## config.mk

```make
export PLATFORM = sky130hd
export DESIGN_NAME = box_overlay_top
export DESIGN_NICKNAME = d
export VERILOG_FILES = /design/src/logic/overlay_pkg.sv /design/src/logic/box_cfg_regs.sv /design/src/logic/box_overlay.sv /design/src/logic/box_overlay_top.sv /design/src/logic/video_timing_gen.sv
export SDC_FILE = /design/constraint.sdc
export NUM_CORES = 2
export LEC_CHECK = 0
export BUFFER_PORTS_ARGS = -buffer_cell sky130_fd_sc_hd__buf_2
export CAP_MARGIN = 5
export CORE_ASPECT_RATIO = 0.5
export CORE_MARGIN = 2
export CORE_UTILIZATION = 56
export CTS_CLUSTER_DIAMETER = 50
export CTS_CLUSTER_SIZE = 12
export DETAILED_ROUTE_END_ITERATION = 12
export PLACE_DENSITY = 0.77
export SLEW_MARGIN = 20
export SYNTH_ARGS = -nofsm -noshare
export SYNTH_HDL_FRONTEND = slang
export SYNTH_SLANG_ARGS = --single-unit
```

## constraint.sdc

```tcl
create_clock -name pix_clk -period 4.3 [get_ports pix_clk]
set_input_delay 0.215 -clock pix_clk [delete_from_list [all_inputs] [get_ports pix_clk]]
set_output_delay 0.215 -clock pix_clk [all_outputs]
set_load 0.01 [all_outputs]
```

## src/logic/overlay_pkg.sv

```systemverilog
`default_nettype none

package overlay_pkg;

    localparam int COORD_W = 12;

    // Register map
    localparam int BOX_BYTES   = 16;   // Address stride per box
    localparam int BOX_IDX_LSB = 4;
    localparam int HI_LSB      = 16;   // x1 / y1 field in the X and Y words
    localparam int CTRL_EN     = 0;

    // Word select inside one box, paddr[3:2]
    typedef enum logic [1:0] {
        REG_X     = 2'd0,
        REG_Y     = 2'd1,
        REG_COLOR = 2'd2,
        REG_CTRL  = 2'd3
    } reg_sel_e;

    // Shared by both axes of the timing generator
    typedef enum logic [1:0] {
        PH_SYNC   = 2'd0,
        PH_BACK   = 2'd1,
        PH_ACTIVE = 2'd2,
        PH_FRONT  = 2'd3
    } line_phase_e;

    typedef struct packed {
        logic       hsync;
        logic       vsync;
        logic       de;
        logic       sof;     // First active pixel of a frame
        logic [7:0] r;
        logic [7:0] g;
        logic [7:0] b;
    } pix_t;

    typedef struct packed {
        logic [COORD_W-1:0] x;
        logic [COORD_W-1:0] y;
    } pos_t;

    typedef struct packed {
        logic               en;
        logic [COORD_W-1:0] x0;
        logic [COORD_W-1:0] x1;
        logic [COORD_W-1:0] y0;
        logic [COORD_W-1:0] y1;
        logic [23:0]        color;   // r,g,b from the top byte down
    } box_t;

    typedef struct packed {
        logic        psel;
        logic        penable;
        logic        pwrite;
        logic [7:0]  paddr;
        logic [31:0] pwdata;
    } apb_req_t;

    typedef struct packed {
        logic [31:0] prdata;
        logic        pready;
        logic        pslverr;
    } apb_rsp_t;

endpackage

`default_nettype wire

```

## src/logic/box_cfg_regs.sv

```systemverilog
`default_nettype none

module box_cfg_regs #(
    parameter int N_BOX = 4
) (
    input  wire                        pix_clk,
    input  wire                        i_rst_n,
    input  wire overlay_pkg::apb_req_t i_apb,
    output overlay_pkg::apb_rsp_t      o_apb,
    input  wire                        i_frame_start,
    output overlay_pkg::box_t          o_boxes [N_BOX]
);
    import overlay_pkg::*;

    localparam int IDX_W = (N_BOX > 1) ? $clog2(N_BOX) : 1;

    box_t             staged [N_BOX];   // Software view
    box_t             shadow [N_BOX];   // Overlay view, frame aligned
    reg_sel_e         sel;
    logic [IDX_W-1:0] idx;
    logic             in_range;
    logic             wr_en;
    logic [31:0]      rd_word;

    function automatic logic [31:0] pair_word(input logic [COORD_W-1:0] lo,
                                              input logic [COORD_W-1:0] hi);
        logic [31:0] word;
        word                    = '0;
        word[COORD_W-1:0]       = lo;
        word[HI_LSB +: COORD_W] = hi;
        return word;
    endfunction

    assign sel      = reg_sel_e'(i_apb.paddr[3:2]);
    assign idx      = i_apb.paddr[BOX_IDX_LSB +: IDX_W];
    assign in_range = int'(i_apb.paddr) < N_BOX * BOX_BYTES;
    assign wr_en    = i_apb.psel && i_apb.penable && i_apb.pwrite && in_range;

    always_ff @(posedge pix_clk) begin
        if (!i_rst_n) begin
            for (int i = 0; i < N_BOX; i++) begin
                staged[i] <= '0;
                shadow[i] <= '0;
            end
        end else begin
            if (wr_en) begin
                case (sel)
                    REG_X: begin
                        staged[idx].x0 <= i_apb.pwdata[COORD_W-1:0];
                        staged[idx].x1 <= i_apb.pwdata[HI_LSB +: COORD_W];
                    end
                    REG_Y: begin
                        staged[idx].y0 <= i_apb.pwdata[COORD_W-1:0];
                        staged[idx].y1 <= i_apb.pwdata[HI_LSB +: COORD_W];
                    end
                    REG_COLOR: begin
                        staged[idx].color <= i_apb.pwdata[23:0];
                    end
                    REG_CTRL: begin
                        staged[idx].en <= i_apb.pwdata[CTRL_EN];
                    end
                endcase
            end
            // Same-cycle write lands in staged only, shadow takes the old value
            if (i_frame_start) begin
                shadow <= staged;
            end
        end
    end

    always_comb begin
        rd_word = '0;
        if (in_range) begin
            case (sel)
                REG_X:     rd_word = pair_word(staged[idx].x0, staged[idx].x1);
                REG_Y:     rd_word = pair_word(staged[idx].y0, staged[idx].y1);
                REG_COLOR: rd_word[23:0] = staged[idx].color;
                REG_CTRL:  rd_word[CTRL_EN] = staged[idx].en;
            endcase
        end
    end

    // No wait states
    assign o_apb.prdata  = i_apb.psel ? rd_word : 32'h0;
    assign o_apb.pready  = 1'b1;
    assign o_apb.pslverr = i_apb.psel && i_apb.penable && !in_range;

    assign o_boxes = shadow;

    a_penable_psel: assert property (@(posedge pix_clk) disable iff (!i_rst_n)
        i_apb.penable |-> i_apb.psel);

    // Setup to access, address held
    a_paddr_stable: assert property (@(posedge pix_clk) disable iff (!i_rst_n)
        i_apb.psel && !i_apb.penable |=> $stable(i_apb.paddr));

endmodule

`default_nettype wire

```

## src/logic/box_overlay.sv

```systemverilog
`default_nettype none

module box_overlay #(
    parameter int N_BOX    = 4,
    parameter int BORDER_W = 1
) (
    input  wire                    pix_clk,
    input  wire                    i_rst_n,
    input  wire overlay_pkg::pix_t i_pix,
    input  wire overlay_pkg::pos_t i_pos,
    input  wire overlay_pkg::box_t i_boxes [N_BOX],
    output overlay_pkg::pix_t      o_pix
);
    import overlay_pkg::*;

    // One extra bit so x+BW cannot wrap
    localparam logic [COORD_W:0] BW = (COORD_W + 1)'(BORDER_W);

    logic [N_BOX-1:0] hit;
    logic [COORD_W:0] px;
    logic [COORD_W:0] py;
    logic [23:0]      out_rgb;

    assign px = {1'b0, i_pos.x};
    assign py = {1'b0, i_pos.y};

    for (genvar i = 0; i < N_BOX; i++) begin : g_box
        logic [COORD_W:0] x0;
        logic [COORD_W:0] x1;
        logic [COORD_W:0] y0;
        logic [COORD_W:0] y1;
        logic             outer;
        logic             inner;

        assign x0 = {1'b0, i_boxes[i].x0};
        assign x1 = {1'b0, i_boxes[i].x1};
        assign y0 = {1'b0, i_boxes[i].y0};
        assign y1 = {1'b0, i_boxes[i].y1};

        assign outer = i_boxes[i].en && (px >= x0) && (px <= x1) && (py >= y0) && (py <= y1);
        // Interior left untouched
        assign inner = (px >= x0 + BW) && (px + BW <= x1) && (py >= y0 + BW) && (py + BW <= y1);

        assign hit[i] = outer && !inner;
    end

    always_comb begin
        out_rgb = {i_pix.r, i_pix.g, i_pix.b};
        for (int i = 0; i < N_BOX; i++) begin
            if (hit[i]) begin
                out_rgb = i_boxes[i].color;   // Highest index wins
            end
        end
    end

    always_ff @(posedge pix_clk) begin
        if (!i_rst_n) begin
            o_pix <= '0;
        end else begin
            o_pix.hsync                <= i_pix.hsync;
            o_pix.vsync                <= i_pix.vsync;
            o_pix.de                   <= i_pix.de;
            o_pix.sof                  <= i_pix.sof;
            {o_pix.r, o_pix.g, o_pix.b} <= i_pix.de ? out_rgb : 24'h0;
        end
    end

    // Blanking input comes out black one cycle later
    a_blank_black: assert property (@(posedge pix_clk) disable iff (!i_rst_n)
        !i_pix.de |=> {o_pix.r, o_pix.g, o_pix.b} == 24'h0);

endmodule

`default_nettype wire

```

## src/logic/box_overlay_top.sv

```systemverilog
`default_nettype none

module box_overlay_top #(
    parameter int N_BOX    = 4,
    parameter int BORDER_W = 1,
    parameter int H_ACT    = 1280,
    parameter int H_FP     = 110,
    parameter int H_SYNC   = 40,
    parameter int H_BP     = 220,
    parameter int V_ACT    = 720,
    parameter int V_FP     = 5,
    parameter int V_SYNC   = 5,
    parameter int V_BP     = 20
) (
    input  wire                        pix_clk,
    input  wire                        i_rst_n,
    input  wire overlay_pkg::apb_req_t i_apb,
    output overlay_pkg::apb_rsp_t      o_apb,
    output overlay_pkg::pix_t          o_pix
);
    import overlay_pkg::*;

    pix_t gen_pix;
    pos_t gen_pos;
    logic frame_start;   // One cycle ahead of sof
    box_t boxes [N_BOX];

    video_timing_gen #(
        .H_ACT  (H_ACT),
        .H_FP   (H_FP),
        .H_SYNC (H_SYNC),
        .H_BP   (H_BP),
        .V_ACT  (V_ACT),
        .V_FP   (V_FP),
        .V_SYNC (V_SYNC),
        .V_BP   (V_BP)
    ) u_timing (
        .pix_clk       (pix_clk),
        .i_rst_n       (i_rst_n),
        .o_pix         (gen_pix),
        .o_pos         (gen_pos),
        .o_frame_start (frame_start)
    );

    box_cfg_regs #(
        .N_BOX (N_BOX)
    ) u_regs (
        .pix_clk       (pix_clk),
        .i_rst_n       (i_rst_n),
        .i_apb         (i_apb),
        .o_apb         (o_apb),
        .i_frame_start (frame_start),
        .o_boxes       (boxes)
    );

    box_overlay #(
        .N_BOX    (N_BOX),
        .BORDER_W (BORDER_W)
    ) u_overlay (
        .pix_clk (pix_clk),
        .i_rst_n (i_rst_n),
        .i_pix   (gen_pix),
        .i_pos   (gen_pos),
        .i_boxes (boxes),
        .o_pix   (o_pix)
    );

endmodule

`default_nettype wire

```

## src/logic/video_timing_gen.sv

```systemverilog
`default_nettype none

module video_timing_gen #(
    parameter int H_ACT  = 1280,
    parameter int H_FP   = 110,
    parameter int H_SYNC = 40,
    parameter int H_BP   = 220,
    parameter int V_ACT  = 720,
    parameter int V_FP   = 5,
    parameter int V_SYNC = 5,
    parameter int V_BP   = 20
) (
    input  wire               pix_clk,
    input  wire               i_rst_n,
    output overlay_pkg::pix_t o_pix,
    output overlay_pkg::pos_t o_pos,
    output logic              o_frame_start
);
    import overlay_pkg::*;

    line_phase_e        h_phase;
    line_phase_e        v_phase;
    logic [COORD_W-1:0] h_cnt;   // Position inside the current phase
    logic [COORD_W-1:0] v_cnt;
    logic               h_last;
    logic               v_last;
    logic               line_end;
    logic               de_c;
    logic               sof_c;
    logic               pre_sof;

    function automatic int phase_len(input line_phase_e ph, input logic vert);
        int n;
        case (ph)
            PH_SYNC:   n = vert ? V_SYNC : H_SYNC;
            PH_BACK:   n = vert ? V_BP   : H_BP;
            PH_ACTIVE: n = vert ? V_ACT  : H_ACT;
            default:   n = vert ? V_FP   : H_FP;
        endcase
        return n;
    endfunction

    function automatic line_phase_e next_phase(input line_phase_e ph);
        case (ph)
            PH_SYNC:   return PH_BACK;
            PH_BACK:   return PH_ACTIVE;
            PH_ACTIVE: return PH_FRONT;
            default:   return PH_SYNC;
        endcase
    endfunction

    assign h_last   = int'(h_cnt) == phase_len(h_phase, 1'b0) - 1;
    assign v_last   = int'(v_cnt) == phase_len(v_phase, 1'b1) - 1;
    assign line_end = h_last && (h_phase == PH_FRONT);

    always_ff @(posedge pix_clk) begin
        if (!i_rst_n) begin
            h_phase <= PH_SYNC;
            v_phase <= PH_SYNC;
            h_cnt   <= '0;
            v_cnt   <= '0;
        end else begin
            if (h_last) begin
                h_phase <= next_phase(h_phase);
                h_cnt   <= '0;
            end else begin
                h_cnt <= h_cnt + 1'b1;
            end
            // Vertical steps once per line
            if (line_end) begin
                if (v_last) begin
                    v_phase <= next_phase(v_phase);
                    v_cnt   <= '0;
                end else begin
                    v_cnt <= v_cnt + 1'b1;
                end
            end
        end
    end

    assign de_c    = (h_phase == PH_ACTIVE) && (v_phase == PH_ACTIVE);
    assign sof_c   = de_c && (h_cnt == '0) && (v_cnt == '0);
    // Last blanking cycle before pixel (0,0)
    assign pre_sof = (h_phase == PH_BACK) && h_last && (v_phase == PH_ACTIVE) && (v_cnt == '0);

    always_ff @(posedge pix_clk) begin
        if (!i_rst_n) begin
            o_pix         <= '0;
            o_pos         <= '0;
            o_frame_start <= 1'b0;
        end else begin
            o_pix.hsync   <= (h_phase == PH_SYNC);
            o_pix.vsync   <= (v_phase == PH_SYNC);
            o_pix.de      <= de_c;
            o_pix.sof     <= sof_c;
            o_pix.r       <= de_c ? h_cnt[7:0] : 8'h00;
            o_pix.g       <= de_c ? v_cnt[7:0] : 8'h00;
            o_pix.b       <= de_c ? (h_cnt[7:0] ^ v_cnt[7:0]) : 8'h00;
            o_pos.x       <= h_cnt;   // Only meaningful while de is high
            o_pos.y       <= v_cnt;
            o_frame_start <= pre_sof;
        end
    end

    a_no_de_in_sync: assert property (@(posedge pix_clk) disable iff (!i_rst_n)
        $rose(o_pix.de) |-> !o_pix.hsync && !o_pix.vsync);

    a_frame_start_sof: assert property (@(posedge pix_clk) disable iff (!i_rst_n)
        o_frame_start |=> o_pix.sof);

endmodule

`default_nettype wire
```

==> flow_metrics.py <==
metrics = {
    "synthesis": {
        "synthArstFlopShare_pct": 0,
        "synth_area_leaders": "dfxtp_1 (35%), ha_1 (13%), mux2i_1 (8.8%)",
        "ys_seq_area_share_pct": 35.3,
        "synth_cell_types": 75,
        "ys_ff_latch": 693,
        "postSynthCellCount": 4322,
        "yosysTopAreaCell": "dfxtp_1",
        "synth_edf_count": 0,
        "avgSynthCellArea_um2": 9.10,
        "syn_area_mm2": 0.0393,
        "ys_warn_count": 0,
        "synthFlopType": "dfxtp_1",
        "yosys.area.top_type_share_pct": 35.3,
    },
    "critical_path": {
        "reg2reg_slack_ps": 30,
        "critical-path-max-stage-delay_ps": 410,
        "worstSetupStartpointType": "flop",
        "cp.required_ps": 4840,
        "r2r-start": "u_timing.o_pos[17]",
        "crit_top_cell": "buf_4",
        "crit_buf_inv": 3,
        "r2r-end": "u_overlay.o_pix[3]",
        "crit_path_top_delay_cell": "nor3_2",
        "crit_chain": "and4_4, and4_1, nand3_1, xnor2_1, buf_4, ha_1, nand4b_1, nor3_1, o22ai_1, nor4_1, nand4_1, nor3_2, buf_4, nor4_4, buf_12, a221o_1",
        "crit_type": "reg2reg",
        "cp_max_fo": 24,
        "end_kind": "flop",
        "r2r_cells": 16,
        "cp_data_arrival_time_ps": 4810,
        "cp_top_family": "simple AND/OR/NAND/NOR gates",
    },
    "min_path": {
        "hold_path.class": "in2reg",
        "min_to": "u_timing.h_phase[0]",
        "min_from": "i_rst_n",
        "min_path_cells": 2,
    },
    "finish": {
        "fillers": 5668,
        "antenna_cells": 0,
        "drive_gt1_share_pct": 8.82,
        "design_area_mm2": 0.0432,
        "final_nets": 4827,
        "seq_area_mm2": 0.0139,
        "area_growth_pct": 9.89,
        "multi_input_area_mm2": 0.0237,
    },
    "grt": {
        "grt_pass1_vias": 30823,
        "grt_pass1_wl_um": 189000,
        "grtUsageTotal_pct": 34.8,
        "antenna_found_initial": 6,
        "overflow": 0,
        "grt_max_degree": 217,
    },
    "sta": {
        "finalHoldViolCount": 0,
        "setup_ws_ps": 29.0,
        "rsz0062_at_grt": "false",
        "setup_tns_ps": 0,
        "finalMaxSlewViolations": 0,
        "max-slew-margin-rel_pct": 16.6,
        "fmax_ghz": 0.234,
        "period_needed_ps": 4270,
        "finalSetupViolCount": 0,
        "finalCritPeriodShare_pct": 99.3,
        "tightest_slew_ps": 1250,
        "skew_ps": 32.7,
    },
    "cts": {
        "clkLatencyLatePin_ps": 650,
        "root_buffer": "clkbuf_16",
        "h-tree-depth": 3,
        "clockBufferDepth": 3,
        "cts_buffers": 70,
        "cts_resized": 0,
        "cts.sinks": 693,
        "cts_tree": "built",
        "clkSlewWorstSetupHoldPaths_ps": 60,
    },
    "drt": {
        "drtIter0Drc": 3053,
        "ant_nets": 0,
        "routed_wl_um": 128000,
        "drc_errors": 0,
        "vias": 32451,
        "dr.pass1.iters": 6,
        "wire_per_inst_um": 23.9,
        "viasPerCell": 6.08,
    },
    "outcome": {
        "status": "completed",
    },
    "floorplan": {
        "initial_utilization_pct": 56.8,
        "io_pins": 107,
        "dieArea_mm2": 0.0725,
        "row_count": 68,
        "die_h_um": 191,
        "coreArea_mm2": 0.0692,
        "fp.dieW_um": 379,
    },
    "placement": {
        "placement.cell_area_mm2": 0.0410,
        "dp_hpwl_um": 92200,
        "routabilityCongestion": 0.982,
        "port_buffers": 95,
        "pre_cts_ws_ps": 244,
    },
    "pwr": {
        "p_leak_uw": 0.0158,
        "irDropWorstVdd_uv": 269,
        "power_density_mw_per_mm2": 295,
    },
    "run": {
        "maxCapViolCount": 0,
    },
}
[metrics by stage]
step | std cells | utilization (%) | hold WS [ps] | power, uW
global placement | 5230 | 59.3 | 425 | 7130
CTS | 5333 | 62.5 | 4.95 | 12800
finish | 5333 | 62.5 | 26.5 | 12800
global route | 5333 | 62.5 | 11.9 | 13100
detailed placement | 5230 | 59.3 | 422 | 7140
floorplan | 4325 | - | 360 | 6930
[worst register-to-register path: stages (launching register included)]
cell and delay [ps]:
dfxtp_1 330, and4_4 300, and4_1 390, nand3_1 140, xnor2_1 160, buf_4 160
ha_1 290, nand4b_1 120, nor3_1 380, o22ai_1 300, nor4_1 260, nand4_1 140
nor3_2 410, buf_4 210, nor4_4 50, buf_12 200, a221o_1 320
[report_power, final]
part / internal [uW] / switching [uW]
sequential: 6430 / 11.5
clock: 3080 / 2650
combinational: 214 / 371
[cell type report]
| type | count | share of cell area (%) |
|---|---|---|
| tap | 945 | 2.74 |
| sequential | 693 | 32.1 |
| clock inverter | 14 | 0.565 |
| clock buffer | 73 | 4.08 |
| multi-input combinational | 3173 | 54.9 |
| timing repair buffer | 215 | 3.70 |
| inverter | 220 | 1.91 |
[cells in the mapped netlist, drive strengths merged, types with 24 or more instances]
library cell / n
dfxtp: 693
nand2: 644
ha: 409
mux2i: 347
nor2b: 335
a21boi: 276
inv: 220
clkbuf: 185
nor2: 172
a21oi: 127
xnor2: 112
nand3: 102
o21ai: 77
mux4: 74
nand4: 71
buf: 54
and2: 53
nor3: 46
a211oi: 41
and3: 28
a21o: 26
a221o: 24
nor4: 24
[logic make-up after synthesis]
kind of cell / after synthesis / synth area share [%]
other cells: 2 / 0.0191
fa+ha+maj: 409 / 13.0
compound gates: 682 / 12.2
flops: 693 / 35.3
mux: 421 / 13.1
buf+inv: 459 / 4.57
simple gates: 1524 / 18.9
xor+xnor: 132 / 2.94
[how the worst max path moves through the flow]
stage	startpoint	cells past startpoint	end
global route	u_timing.o_pos[5]	16	u_overlay.o_pix[15]
detailed placement	u_timing.o_pos[17]	16	u_overlay.o_pix[21]
floorplan	u_timing.o_pos[14]	15	u_overlay.o_pix[0]
finish	u_timing.o_pos[17]	16	u_overlay.o_pix[3]
global placement	u_timing.o_pos[5]	14	u_overlay.o_pix[15]
CTS	u_timing.o_pos[17]	16	u_overlay.o_pix[18]
[cell usage in the layout (no fill, tap or decap), types with 9 or more instances in the layout]
master / instances
a31oi_1: 10
o211ai_1: 20
clkbuf_16: 70
mux4_2: 74
nor2b_1: 335
o21ai_1: 9
and2_1: 53
nor2_1: 166
a221o_1: 24
ha_1: 409
buf_12: 13
inv_1: 220
mux2i_1: 347
a2111oi_0: 9
o21a_1: 16
nand2b_1: 14
nand4_1: 71
buf_4: 92
and4_1: 14
xor2_1: 20
nand3_1: 100
o21ai_0: 68
a211oi_1: 41
a21boi_0: 240
a21boi_1: 36
xnor2_1: 112
dlygate4sd3_1: 16
buf_2: 92
nand2_1: 642
a21oi_1: 125
and3_1: 28
a21o_1: 26
nor4_1: 21
dfxtp_1: 692
nor3_1: 41
[timing repair]
| item | CTS | global route |
|---|---|---|
| hold buffers | 16 | 0 |
| setup buffers | 0 | 0 |
| endpoints found under the setup margin | 0 | 0 |
| hold endpoints to repair | 95 | 0 |
[routing by layer]
| metal | vias to the layer above | share of wire (%) | global-route usage, % |
|---|---|---|---|
| met5 | - | 0.027 | 0 |
| met4 | 6 | 4.2 | 14.1 |
| met3 | 273 | 10 | 9.22 |
| met2 | 1338 | 43 | 52.6 |
| met1 | 15787 | 43 | 47.2 |
| li1 | 15047 | - | - |
(Power assumes the default switching activity.)
